--- config.mk ---
export PLATFORM = sky130hd
export DESIGN_NAME = rv_decode_stage
export DESIGN_NICKNAME = d
export VERILOG_FILES = /design/src/rv_decode_pkg.sv /design/src/rv_decode_pipereg.sv /design/src/rv_decode_stage.sv /design/src/rv_imm_gen.sv /design/src/rv_instr_classify.sv /design/src/rv_operand_select.sv
export VERILOG_INCLUDE_DIRS = /design/src /design/src/src
export SDC_FILE = /design/constraint.sdc
export NUM_CORES = 1
export LEC_CHECK = 0
export ABC_AREA = 1
export BUFFER_PORTS_ARGS = -buffer_cell sky130_fd_sc_hd__buf_2
export CAP_MARGIN = 20
export CELL_PAD_IN_SITES_DETAIL_PLACEMENT = 1
export CELL_PAD_IN_SITES_GLOBAL_PLACEMENT = 1
export CORE_MARGIN = 10
export CORE_UTILIZATION = 40
export CTS_BUF_LIST = sky130_fd_sc_hd__clkbuf_8
export DETAILED_ROUTE_END_ITERATION = 10
export GPL_ROUTABILITY_DRIVEN = 0
export PLACE_DENSITY_LB_ADDON = 0.1
export SKIP_LAST_GASP = 1
export SYNTH_ARGS = -nofsm -noshare
export SYNTH_HDL_FRONTEND = slang
export SYNTH_HIERARCHICAL = 1
export SYNTH_SLANG_ARGS = --single-unit
--- constraint.sdc ---
create_clock -name g_clk -period 4 [get_ports g_clk]
set_input_delay 0.4 -clock g_clk [delete_from_list [all_inputs] [get_ports g_clk]]
set_output_delay 0.4 -clock g_clk [all_outputs]
set_load 0.1 [all_outputs]
--- src/rv_decode_settings.svh ---
`ifndef RV_DECODE_SETTINGS_SVH
`define RV_DECODE_SETTINGS_SVH

// --------------------
// Core widths
// --------------------

`define RV_XLEN     32              // Data path width
`define RV_REG_AW   5               // Register file address width

// Fetch starts here
`define RV_PC_RESET 32'h8000_0000

`endif

--- src/rv_decode_pkg.sv ---
`default_nettype none

`include "rv_decode_settings.svh"

package rv_decode_pkg;

    // --------------------
    // Functional units and micro-ops
    // --------------------

    typedef enum logic [2:0] {
        FU_NONE = 3'b000,
        FU_ALU  = 3'b001,           // Integer ALU
        FU_CFU  = 3'b010,           // Control flow
        FU_LSU  = 3'b100            // Load/store
    } fu_e;

    typedef enum logic [4:0] {
        ALU_ADD, ALU_SUB, ALU_AND, ALU_OR, ALU_XOR,
        ALU_SLT, ALU_SLTU, ALU_SRA, ALU_SRL, ALU_SLL
    } alu_op_e;

    typedef enum logic [4:0] {
        CFU_BEQ, CFU_BNE, CFU_BLT, CFU_BGE, CFU_BLTU, CFU_BGEU,
        CFU_JALI, CFU_JALR, CFU_ECALL, CFU_EBREAK, CFU_MRET
    } cfu_op_e;

    typedef enum logic [1:0] {
        LSU_BYTE = 2'b01,
        LSU_HALF = 2'b10,
        LSU_WORD = 2'b11
    } lsu_width_e;

    typedef struct packed {
        logic       load;
        logic       store;
        lsu_width_e width;
        logic       is_signed;      // Sign-extend load data
    } lsu_uop_t;

    typedef enum logic [2:0] {
        IMM_NONE, IMM_I, IMM_S, IMM_B, IMM_U, IMM_J, IMM_SHAMT
    } imm_fmt_e;

    typedef enum logic [4:0] {
        TRAP_IACCESS = 5'd1,        // Fetch error
        TRAP_IOPCODE = 5'd2         // Illegal instruction
    } trap_cause_e;

    // --------------------
    // Decoder and stage results
    // --------------------

    typedef struct packed {
        logic a_rs1;
        logic a_pcim;
        logic b_rs2;
        logic b_imm;
        logic c_rs2;
        logic c_pcim;
        logic rd_none;              // No register writeback
    } opr_src_t;

    typedef struct packed {
        fu_e        fu;
        logic [4:0] uop;            // Bits of the unit's own op type
        imm_fmt_e   imm_fmt;
        opr_src_t   opr_src;
        logic       illegal;
    } dec_ctrl_t;

    typedef struct packed {
        logic [`RV_REG_AW-1:0] rd;  // Holds trap cause on a trap
        logic [`RV_XLEN-1:0]   opr_a;
        logic [`RV_XLEN-1:0]   opr_b;
        logic [`RV_XLEN-1:0]   opr_c;
        logic [4:0]            uop;
        fu_e                   fu;
        logic                  trap;
        logic [31:0]           instr;
    } dec_out_t;

endpackage

`default_nettype wire

--- src/rv_decode_pipereg.sv ---
`timescale 1ns/1ps
`default_nettype none

module rv_decode_pipereg (
    input  logic                    g_clk,
    input  logic                    g_resetn,
    input  logic                    valid_i,
    input  logic                    bubble_i,
    input  logic                    flush_i,
    input  rv_decode_pkg::dec_out_t data_i,
    input  logic                    busy_i,
    output logic                    valid_o,
    output rv_decode_pkg::dec_out_t data_o
);
    import rv_decode_pkg::*;

    logic     valid_q;
    dec_out_t data_q;
    dec_out_t n_data;               // Next item, bubble applied

    // Bubble keeps operands, clears everything that could have an effect
    always_comb begin
        n_data = data_i;
        if (bubble_i) begin
            n_data.rd    = '0;
            n_data.uop   = '0;
            n_data.fu    = FU_NONE;
            n_data.trap  = 1'b0;
            n_data.instr = '0;
        end
    end

    // --------------------
    // Stage register
    // --------------------

    always_ff @(posedge g_clk) begin
        if (!g_resetn || flush_i) begin
            valid_q <= 1'b0;            // Flush beats a load
        end else if (!busy_i) begin
            valid_q <= valid_i || bubble_i;
        end
    end

    always_ff @(posedge g_clk) begin
        if (!busy_i) begin
            data_q <= n_data;           // Held while downstream busy
        end
    end

    assign valid_o = valid_q;
    assign data_o  = data_q;

endmodule

`default_nettype wire

--- src/rv_decode_stage.sv ---
`timescale 1ns/1ps
`default_nettype none

`include "rv_decode_settings.svh"

module rv_decode_stage (
    input  logic                     g_clk,
    input  logic                     g_resetn,
    input  logic                     s1_valid_i,     // Fetched word valid
    output logic                     s1_busy_o,
    input  logic [31:0]              s1_data_i,
    input  logic                     s1_error_i,     // Fetch error on this word
    input  logic                     s1_flush_i,
    input  logic                     s1_bubble_i,
    output logic [`RV_REG_AW-1:0]    s1_rs1_addr_o,
    output logic [`RV_REG_AW-1:0]    s1_rs2_addr_o,
    input  logic [`RV_XLEN-1:0]      s1_rs1_rdata_i,
    input  logic [`RV_XLEN-1:0]      s1_rs2_rdata_i,
    input  logic                     cf_req_i,
    input  logic [`RV_XLEN-1:0]      cf_target_i,
    input  logic                     cf_ack_i,
    output logic                     s2_valid_o,
    input  logic                     s2_busy_i,
    output rv_decode_pkg::dec_out_t  s2_out_o
);
    import rv_decode_pkg::*;

    dec_ctrl_t             ctrl;
    logic [`RV_REG_AW-1:0] rd_addr;
    logic [`RV_XLEN-1:0]   imm;
    logic [`RV_XLEN-1:0]   opr_a;
    logic [`RV_XLEN-1:0]   opr_b;
    logic [`RV_XLEN-1:0]   opr_c;
    logic                  accept;
    logic                  trap;
    trap_cause_e           cause;
    dec_out_t              n_out;

    assign s1_busy_o = s2_busy_i || s1_bubble_i;
    assign accept    = s1_valid_i && !s1_busy_o;

    rv_instr_classify u_classify (
        .s1_data_i  (s1_data_i),
        .ctrl_o     (ctrl),
        .rs1_addr_o (s1_rs1_addr_o),
        .rs2_addr_o (s1_rs2_addr_o),
        .rd_addr_o  (rd_addr)
    );

    rv_imm_gen u_imm_gen (
        .s1_data_i (s1_data_i),
        .imm_fmt_i (ctrl.imm_fmt),
        .imm_o     (imm)
    );

    rv_operand_select u_opr_sel (
        .g_clk       (g_clk),
        .g_resetn    (g_resetn),
        .accept_i    (accept),
        .cf_req_i    (cf_req_i),
        .cf_ack_i    (cf_ack_i),
        .cf_target_i (cf_target_i),
        .src_i       (ctrl.opr_src),
        .imm_i       (imm),
        .rs1_rdata_i (s1_rs1_rdata_i),
        .rs2_rdata_i (s1_rs2_rdata_i),
        .opr_a_o     (opr_a),
        .opr_b_o     (opr_b),
        .opr_c_o     (opr_c)
    );

    // --------------------
    // Trap and result
    // --------------------

    assign trap  = s1_valid_i && (s1_error_i || ctrl.illegal);
    assign cause = ctrl.illegal ? TRAP_IOPCODE : TRAP_IACCESS;   // Illegal takes priority

    always_comb begin
        n_out.rd    = trap ? cause : (ctrl.opr_src.rd_none ? '0 : rd_addr);
        n_out.opr_a = opr_a;        // Kept on a fetch error
        n_out.opr_b = opr_b;
        n_out.opr_c = opr_c;
        n_out.uop   = trap ? '0 : ctrl.uop;
        n_out.fu    = trap ? FU_NONE : ctrl.fu;
        n_out.trap  = trap;
        n_out.instr = s1_data_i;
    end

    rv_decode_pipereg u_pipereg (
        .g_clk    (g_clk),
        .g_resetn (g_resetn),
        .valid_i  (s1_valid_i),
        .bubble_i (s1_bubble_i),
        .flush_i  (s1_flush_i),
        .data_i   (n_out),
        .busy_i   (s2_busy_i),
        .valid_o  (s2_valid_o),
        .data_o   (s2_out_o)
    );

endmodule

`default_nettype wire

--- src/rv_imm_gen.sv ---
`timescale 1ns/1ps
`default_nettype none

`include "rv_decode_settings.svh"

module rv_imm_gen (
    input  logic [31:0]             s1_data_i,
    input  rv_decode_pkg::imm_fmt_e imm_fmt_i,
    output logic [`RV_XLEN-1:0]     imm_o
);
    import rv_decode_pkg::*;

    logic sign;                     // Instruction bit 31

    assign sign = s1_data_i[31];

    always_comb begin
        case (imm_fmt_i)
            IMM_I: imm_o = {{20{sign}}, s1_data_i[31:20]};
            IMM_S: imm_o = {{20{sign}}, s1_data_i[31:25], s1_data_i[11:7]};
            IMM_B: begin
                imm_o = {{20{sign}}, s1_data_i[7], s1_data_i[30:25],
                         s1_data_i[11:8], 1'b0};
            end
            IMM_U: imm_o = {s1_data_i[31:12], 12'b0};
            IMM_J: begin
                imm_o = {{12{sign}}, s1_data_i[19:12], s1_data_i[20],
                         s1_data_i[30:21], 1'b0};
            end
            IMM_SHAMT: imm_o = {27'b0, s1_data_i[24:20]};   // Never sign-extended
            default:   imm_o = '0;
        endcase
    end

endmodule

`default_nettype wire

--- src/rv_instr_classify.sv ---
`timescale 1ns/1ps
`default_nettype none

`include "rv_decode_settings.svh"

module rv_instr_classify (
    input  logic [31:0]              s1_data_i,
    output rv_decode_pkg::dec_ctrl_t ctrl_o,
    output logic [`RV_REG_AW-1:0]    rs1_addr_o,
    output logic [`RV_REG_AW-1:0]    rs2_addr_o,
    output logic [`RV_REG_AW-1:0]    rd_addr_o
);
    import rv_decode_pkg::*;

    // Major opcodes of RV32I, low two bits always 11
    typedef enum logic [6:0] {
        OPC_LOAD   = 7'b0000011,
        OPC_OP_IMM = 7'b0010011,
        OPC_AUIPC  = 7'b0010111,
        OPC_STORE  = 7'b0100011,
        OPC_OP     = 7'b0110011,
        OPC_LUI    = 7'b0110111,
        OPC_BRANCH = 7'b1100011,
        OPC_JALR   = 7'b1100111,
        OPC_JAL    = 7'b1101111,
        OPC_SYSTEM = 7'b1110011
    } opcode_e;

    opcode_e    opc;
    logic [2:0] funct3;
    logic [6:0] funct7;
    lsu_width_e width;
    lsu_uop_t   lsu;
    logic       known;              // Word is a supported encoding
    dec_ctrl_t  ctrl;

    assign opc    = opcode_e'(s1_data_i[6:0]);
    assign funct3 = s1_data_i[14:12];
    assign funct7 = s1_data_i[31:25];
    assign width  = funct3[1] ? LSU_WORD : (funct3[0] ? LSU_HALF : LSU_BYTE);

    always_comb begin
        ctrl  = '0;
        lsu   = '0;
        known = 1'b0;
        case (opc)
            OPC_LUI: begin
                known              = 1'b1;
                ctrl.fu            = FU_ALU;
                ctrl.uop           = ALU_OR;        // Zero OR immediate
                ctrl.imm_fmt       = IMM_U;
                ctrl.opr_src.b_imm = 1'b1;
            end
            OPC_AUIPC: begin
                known               = 1'b1;
                ctrl.fu             = FU_ALU;
                ctrl.uop            = ALU_ADD;
                ctrl.imm_fmt        = IMM_U;
                ctrl.opr_src.a_pcim = 1'b1;         // Sum formed here, B is zero
            end
            OPC_OP_IMM: begin
                known              = 1'b1;
                ctrl.fu            = FU_ALU;
                ctrl.imm_fmt       = IMM_I;
                ctrl.opr_src.a_rs1 = 1'b1;
                ctrl.opr_src.b_imm = 1'b1;
                case (funct3)
                    3'b000: ctrl.uop = ALU_ADD;
                    3'b010: ctrl.uop = ALU_SLT;
                    3'b011: ctrl.uop = ALU_SLTU;
                    3'b100: ctrl.uop = ALU_XOR;
                    3'b110: ctrl.uop = ALU_OR;
                    3'b111: ctrl.uop = ALU_AND;
                    3'b001: begin
                        known        = (funct7 == 7'b0000000);
                        ctrl.uop     = ALU_SLL;
                        ctrl.imm_fmt = IMM_SHAMT;
                    end
                    default: begin
                        known        = (funct7 == 7'b0000000) || (funct7 == 7'b0100000);
                        ctrl.uop     = funct7[5] ? ALU_SRA : ALU_SRL;
                        ctrl.imm_fmt = IMM_SHAMT;
                    end
                endcase
            end
            OPC_OP: begin
                // Only add/sub and srl/sra use the alternate funct7
                known = (funct7 == 7'b0000000) ||
                        ((funct7 == 7'b0100000) && (funct3 == 3'b000 || funct3 == 3'b101));
                ctrl.fu            = FU_ALU;
                ctrl.opr_src.a_rs1 = 1'b1;
                ctrl.opr_src.b_rs2 = 1'b1;
                case (funct3)
                    3'b000:  ctrl.uop = funct7[5] ? ALU_SUB : ALU_ADD;
                    3'b001:  ctrl.uop = ALU_SLL;
                    3'b010:  ctrl.uop = ALU_SLT;
                    3'b011:  ctrl.uop = ALU_SLTU;
                    3'b100:  ctrl.uop = ALU_XOR;
                    3'b101:  ctrl.uop = funct7[5] ? ALU_SRA : ALU_SRL;
                    3'b110:  ctrl.uop = ALU_OR;
                    default: ctrl.uop = ALU_AND;
                endcase
            end
            OPC_LOAD: begin
                known              = (funct3 != 3'b011) && (funct3[2:1] != 2'b11);
                lsu.load           = 1'b1;
                lsu.width          = width;
                lsu.is_signed      = !funct3[2];    // lb and lh
                ctrl.fu            = FU_LSU;
                ctrl.uop           = lsu;
                ctrl.imm_fmt       = IMM_I;
                ctrl.opr_src.a_rs1 = 1'b1;
                ctrl.opr_src.b_imm = 1'b1;
            end
            OPC_STORE: begin
                known                = (funct3 < 3'b011);
                lsu.store            = 1'b1;
                lsu.width            = width;
                ctrl.fu              = FU_LSU;
                ctrl.uop             = lsu;
                ctrl.imm_fmt         = IMM_S;
                ctrl.opr_src.a_rs1   = 1'b1;
                ctrl.opr_src.b_imm   = 1'b1;
                ctrl.opr_src.c_rs2   = 1'b1;        // Store data
                ctrl.opr_src.rd_none = 1'b1;
            end
            OPC_BRANCH: begin
                known                = (funct3[2:1] != 2'b01);
                ctrl.fu              = FU_CFU;
                ctrl.imm_fmt         = IMM_B;
                ctrl.opr_src.a_rs1   = 1'b1;
                ctrl.opr_src.b_rs2   = 1'b1;
                ctrl.opr_src.c_pcim  = 1'b1;        // Branch target
                ctrl.opr_src.rd_none = 1'b1;
                case (funct3)
                    3'b000:  ctrl.uop = CFU_BEQ;
                    3'b001:  ctrl.uop = CFU_BNE;
                    3'b100:  ctrl.uop = CFU_BLT;
                    3'b101:  ctrl.uop = CFU_BGE;
                    3'b110:  ctrl.uop = CFU_BLTU;
                    default: ctrl.uop = CFU_BGEU;
                endcase
            end
            OPC_JAL: begin
                known               = 1'b1;
                ctrl.fu             = FU_CFU;
                ctrl.uop            = CFU_JALI;
                ctrl.imm_fmt        = IMM_J;
                ctrl.opr_src.c_pcim = 1'b1;
            end
            OPC_JALR: begin
                known              = (funct3 == 3'b000);
                ctrl.fu            = FU_CFU;
                ctrl.uop           = CFU_JALR;
                ctrl.imm_fmt       = IMM_I;
                ctrl.opr_src.a_rs1 = 1'b1;
                ctrl.opr_src.b_imm = 1'b1;
            end
            OPC_SYSTEM: begin
                // Whole-word match, CSR accesses fall through as illegal
                ctrl.fu = FU_CFU;
                known   = 1'b1;
                case (s1_data_i)
                    32'h0000_0073: ctrl.uop = CFU_ECALL;
                    32'h0010_0073: ctrl.uop = CFU_EBREAK;
                    32'h3020_0073: ctrl.uop = CFU_MRET;
                    default:       known    = 1'b0;
                endcase
            end
            default: known = 1'b0;
        endcase
        if (!known) begin
            ctrl         = '0;
            ctrl.illegal = 1'b1;
        end
    end

    assign ctrl_o     = ctrl;
    assign rs1_addr_o = s1_data_i[19:15];
    assign rs2_addr_o = s1_data_i[24:20];
    assign rd_addr_o  = s1_data_i[11:7];

endmodule

`default_nettype wire

--- src/rv_operand_select.sv ---
`timescale 1ns/1ps
`default_nettype none

`include "rv_decode_settings.svh"

module rv_operand_select (
    input  logic                    g_clk,
    input  logic                    g_resetn,
    input  logic                    accept_i,
    input  logic                    cf_req_i,
    input  logic                    cf_ack_i,
    input  logic [`RV_XLEN-1:0]     cf_target_i,
    input  rv_decode_pkg::opr_src_t src_i,
    input  logic [`RV_XLEN-1:0]     imm_i,
    input  logic [`RV_XLEN-1:0]     rs1_rdata_i,
    input  logic [`RV_XLEN-1:0]     rs2_rdata_i,
    output logic [`RV_XLEN-1:0]     opr_a_o,
    output logic [`RV_XLEN-1:0]     opr_b_o,
    output logic [`RV_XLEN-1:0]     opr_c_o
);
    import rv_decode_pkg::*;

    localparam int XL = `RV_XLEN;

    opr_src_t        src;
    logic [XL-1:0]   pc_q;
    logic [XL-1:0]   pc_imm;       // PC-relative target

    assign src = src_i;

    // --------------------
    // Program counter
    // --------------------

    always_ff @(posedge g_clk) begin
        if (!g_resetn) begin
            pc_q <= `RV_PC_RESET;
        end else if (cf_req_i && cf_ack_i) begin
            pc_q <= cf_target_i;        // Redirect wins over advance
        end else if (accept_i) begin
            pc_q <= pc_q + XL'(4);
        end
    end

    assign pc_imm = pc_q + imm_i;

    // --------------------
    // Operand muxing
    // --------------------

    // Sources are one-hot per operand, so AND-OR is enough
    assign opr_a_o = ({XL{src.a_rs1}}  & rs1_rdata_i) |
                     ({XL{src.a_pcim}} & pc_imm);

    assign opr_b_o = ({XL{src.b_rs2}}  & rs2_rdata_i) |
                     ({XL{src.b_imm}}  & imm_i);

    assign opr_c_o = ({XL{src.c_rs2}}  & rs2_rdata_i) |
                     ({XL{src.c_pcim}} & pc_imm);

endmodule

`default_nettype wire
==> reports/summary.json <==
{
  "run_status": {
    "run_status": "complete, no violations"
  },
  "floorplan": {
    "core_area_um2": 29870,
    "die_width_um": 194.7,
    "std_cell_rows": 63,
    "start_util_pct": 40.84,
    "pin_count": 291,
    "fp.dieArea_um2": 37890,
    "height_of_the_chip_um": 194.7
  },
  "timing": {
    "final-setup-viol-count": 0,
    "share_of_the_clock_period_used_by_the_worst_path_after_layout_pct": 92.25,
    "fmax_mhz": 271.0,
    "final_critical_path_setup_slack_ps": 310.0,
    "finalSetupTns_ps": 0,
    "setup_repair_after_global_routing_missed_its_margin": "false",
    "final.setup_skew_ps": 19.74,
    "finalCriticalPeriod_ps": 3690,
    "worst_pin_slew_ps": 984.1,
    "maxSlewHeadroom_pct": 34.15,
    "finalHoldViolations": 0,
    "timing.final.max_slew_violations": 0
  },
  "clock_tree": {
    "clk_root_buffer_cell": "sky130_fd_sc_hd__clkbuf_8",
    "cts_made_buffers": 17,
    "holdBufCountCts": 0,
    "tritoncts": "built",
    "cts.sink_count": 175,
    "clk_latency_ps": 480,
    "cts.reportedPaths.clkPinSlew_ps": 110,
    "htree_levels": 4,
    "clock_tree.buffer_depth": 2
  },
  "synthesis": {
    "syn_area_um2": 12200,
    "ys_types": 44,
    "dominant_combinational_cell_family_by_area_after_synthesis": "simple AND/OR/NAND/NOR gates",
    "synth.ff_latch_count": 175,
    "synth_adder_area_share_pct": 3.445,
    "netlist_instances": 1770,
    "seq_area_frac_synth_pct": 40.36,
    "synthXorXnorAreaFrac_pct": 1.220,
    "ys.warnings.count": 6,
    "synthSimpleGateAreaFrac_pct": 33.69,
    "synthMuxAreaShare_pct": 0,
    "synth_compound_gate_area_share_pct": 8.696,
    "main_synth_ff_type": "sky130_fd_sc_hd__edfxtp_1",
    "syn_nets": 1940,
    "edff_count_synth": 142,
    "post_synthesis_area_per_instance_um2": 6.894,
    "async_sr_flop_fraction_pct": 0
  },
  "global_route": {
    "combined_global_route_utilization_of_all_metal_layers_pct": 25.39,
    "maximum_number_of_pins_on_one_net_before_global_route_repair": 90,
    "grt-busiest-layer": "met2",
    "via_count_of_the_first_global_routing_pass": 13450,
    "grt_pass1_wl_mm": 76.50,
    "grtUsageMet3_pct": 6.109,
    "grt_antenna_before_repair": 3,
    "grt_remaining_overflow": 0,
    "met1_usage_pct": 33.20,
    "gr-usage-met2_pct": 41.15
  },
  "worst_setup_path": {
    "end_kind": "register",
    "peak_fanout_along_the_critical_path": 9,
    "worst_setup_path_type": "in2reg",
    "worstPathArrival_ps": 3890,
    "critPathLaunchType": "input port",
    "critPathRequiredTime_ps": 4210
  },
  "routing": {
    "totalWireLength_mm": 49.24,
    "detail-route-antenna-nets": 0,
    "route.detailed.wl_per_inst_um": 19.45,
    "initialDrtViolationCount": 777,
    "vias": 12850,
    "routed_via_density": 5.075,
    "dr.pass1.iters": 5,
    "drc_errors": 0
  },
  "power": {
    "power_leakage_uw": 0.007542,
    "vdd_ir_drop_max_uv": 204.6,
    "p_per_area_nw_per_um2": 299.2
  },
  "layout": {
    "fin_nets": 2296,
    "layout_cells_sized_above_1_pct": 22.53,
    "area.growth.synth_to_final_pct": 22.86
  },
  "placement": {
    "port-buffer-count": 290,
    "dp_hpwl_mm": 40.49,
    "detailedPlace.worstSlack_ps": -116.9
  },
  "flow_run": {
    "timing.max_cap.violations": 0
  },
  "hold_path": {
    "holdCritPathClass": "in2reg"
  }
}
==> metal layers <==
metal / vias up / share of wire (%)
li1: 6299 / -
met1: 6133 / 46
met2: 364 / 46
met3: 48 / 6.7
met4: 2 / 1.7
met5: - / 0.026
==> power breakdown <==
| group | internal (µW) | leakage [µW] | switching, µW | total [µW] |
|---|---|---|---|---|
| clock network | 499 | 0.000179 | 733 | 1230 |
| logic | 209 | 0.00569 | 930 | 1140 |
| registers | 2060 | 0.00167 | 57.3 | 2110 |
==> path summary, 6_finish.rpt <==
| kind | start | endpoint | slack, ps | cells past startpoint |
|---|---|---|---|---|
| worst max register to register | u_opr_sel/pc_q[2]$_SDFFE_PN0P_ | u_pipereg/data_o[54]$_DFFE_PN_ | 1590 | 9 |
| worst max-delay path | s1_data_i[4] | u_pipereg/data_o[54]$_DFFE_PN_ | 310 | 25 |
| worst min-delay path | s1_flush_i | u_pipereg/valid_o$_SDFFE_PP0N_ | 150 | 4 |
| worst min register to register | u_opr_sel/pc_q[30]$_SDFFE_PN0P_ | u_opr_sel/pc_q[30]$_SDFFE_PN0P_ | 540 | 2 |
==> area by class of cell <==
cell class                 instances  area (µm²)
tap                              390       488.0
fill                            4059       14880
multi-input combinational       1228        5756
inverter                         304        1146
clock inverter                    15       135.1
clock buffer                      17       234.0
antenna                            2       5.005
sequential                       175        4925
timing repair buffer             400        2302
==> placed cells by master (no fill, tap or decap), types with 6 or more instances in the layout <==
master	n
sky130_fd_sc_hd__nor3_1	19
sky130_fd_sc_hd__nand2_1	562
sky130_fd_sc_hd__a22o_1	16
sky130_fd_sc_hd__inv_1	295
sky130_fd_sc_hd__inv_2	7
sky130_fd_sc_hd__nor2_4	9
sky130_fd_sc_hd__nor2_1	223
sky130_fd_sc_hd__edfxtp_1	142
sky130_fd_sc_hd__buf_2	290
sky130_fd_sc_hd__ha_1	32
sky130_fd_sc_hd__a21oi_1	59
sky130_fd_sc_hd__nand4_1	10
sky130_fd_sc_hd__xnor2_1	11
sky130_fd_sc_hd__xor2_1	6
sky130_fd_sc_hd__nor2_2	15
sky130_fd_sc_hd__buf_4	108
sky130_fd_sc_hd__o22ai_1	10
sky130_fd_sc_hd__inv_6	6
sky130_fd_sc_hd__nand2_2	9
sky130_fd_sc_hd__dfxtp_1	33
sky130_fd_sc_hd__clkbuf_8	17
sky130_fd_sc_hd__o21ai_0	73
sky130_fd_sc_hd__nand3_1	132
==> synth_stat cells (9+ instances only) <==
| cell | n | area [µm²] |
|---|---|---|
| sky130_fd_sc_hd__nand4_1 | 10 | 62.56 |
| sky130_fd_sc_hd__buf_6 | 10 | 112.6 |
| sky130_fd_sc_hd__nand2_1 | 562 | 2110 |
| sky130_fd_sc_hd__nor2_4 | 9 | 101.4 |
| sky130_fd_sc_hd__nand2_2 | 9 | 56.30 |
| sky130_fd_sc_hd__buf_4 | 21 | 157.7 |
| sky130_fd_sc_hd__edfxtp_1 | 142 | 4264 |
| sky130_fd_sc_hd__a21oi_1 | 61 | 305.3 |
| sky130_fd_sc_hd__xnor2_1 | 11 | 96.34 |
| sky130_fd_sc_hd__nor2_1 | 224 | 840.8 |
| sky130_fd_sc_hd__nor2_2 | 14 | 87.58 |
| sky130_fd_sc_hd__nand3_1 | 133 | 665.6 |
| sky130_fd_sc_hd__o21ai_0 | 73 | 365.4 |
| sky130_fd_sc_hd__a22o_1 | 16 | 140.1 |
| sky130_fd_sc_hd__nor3_1 | 19 | 95.09 |
| sky130_fd_sc_hd__clkbuf_1 | 24 | 90.09 |
| sky130_fd_sc_hd__inv_1 | 296 | 1111 |
| sky130_fd_sc_hd__o22ai_1 | 10 | 62.56 |
| sky130_fd_sc_hd__dfxtp_1 | 33 | 660.6 |
| sky130_fd_sc_hd__ha_1 | 32 | 400.4 |
==> critical path, stage by stage <==
cell                      delay, ps
sky130_fd_sc_hd__buf_2          130
sky130_fd_sc_hd__inv_1          160
sky130_fd_sc_hd__nand3_1        140
sky130_fd_sc_hd__nor2_1         230
sky130_fd_sc_hd__nand2_1         70
sky130_fd_sc_hd__nand2_1         70
sky130_fd_sc_hd__inv_1           50
sky130_fd_sc_hd__nand2_2         80
sky130_fd_sc_hd__nor2_4          50
sky130_fd_sc_hd__a21oi_1        120
sky130_fd_sc_hd__buf_4          180
sky130_fd_sc_hd__inv_1          100
sky130_fd_sc_hd__nand3_1         90
sky130_fd_sc_hd__nand3_1        150
sky130_fd_sc_hd__nand2_1        100
sky130_fd_sc_hd__nand2_1        120
sky130_fd_sc_hd__ha_1           400
sky130_fd_sc_hd__or2_2          340
sky130_fd_sc_hd__nand3_1         80
sky130_fd_sc_hd__nand2_1         90
sky130_fd_sc_hd__nand2_1        100
sky130_fd_sc_hd__nand2_1        160
sky130_fd_sc_hd__xnor2_1        230
sky130_fd_sc_hd__buf_4          160
sky130_fd_sc_hd__o21ai_0         80
==> cell families (layout without fill, tap and decap cells) <==
group	count (synthesis)	after routing
adders and majority gates	33	33
buffers and inverters	367	736
AOI/OAI and AO/OA	185	185
xor gates and xnor gates	17	17
DFF	175	175
and+or+nand+nor	993	993
other	0	2
==> stage by stage <==
step           cell area (µm²)  instances  util (%)  hold slack [ps]  power (µW)
5_1_grt                  14990       2530     50.17            134.6        4652
6_report                 14990       2531     50.18            152.3        4485
3_5_place_dp             14610       2497     48.90            533.6        3293
2_1_floorplan            12200       1770         -            459.2        2988
3_3_place_gp             14610       2497     48.90            507.0        3272
4_1_cts                  14980       2529     50.14            112.7        4524
==> sequential cells by signal (all words and copies together) (netlist names) <==
signal             count
u_pipereg/valid_o      1
u_opr_sel/pc_q        32
u_pipereg/data_o     142
==> repair_timing <==
item / 4_1_cts / 5_1_grt
buffers inserted: 0 / 0
gates resized for setup: 0 / 2
endpoints found under the setup margin: 0 / 1
Note: power is estimated with default switching activity, not from simulation.
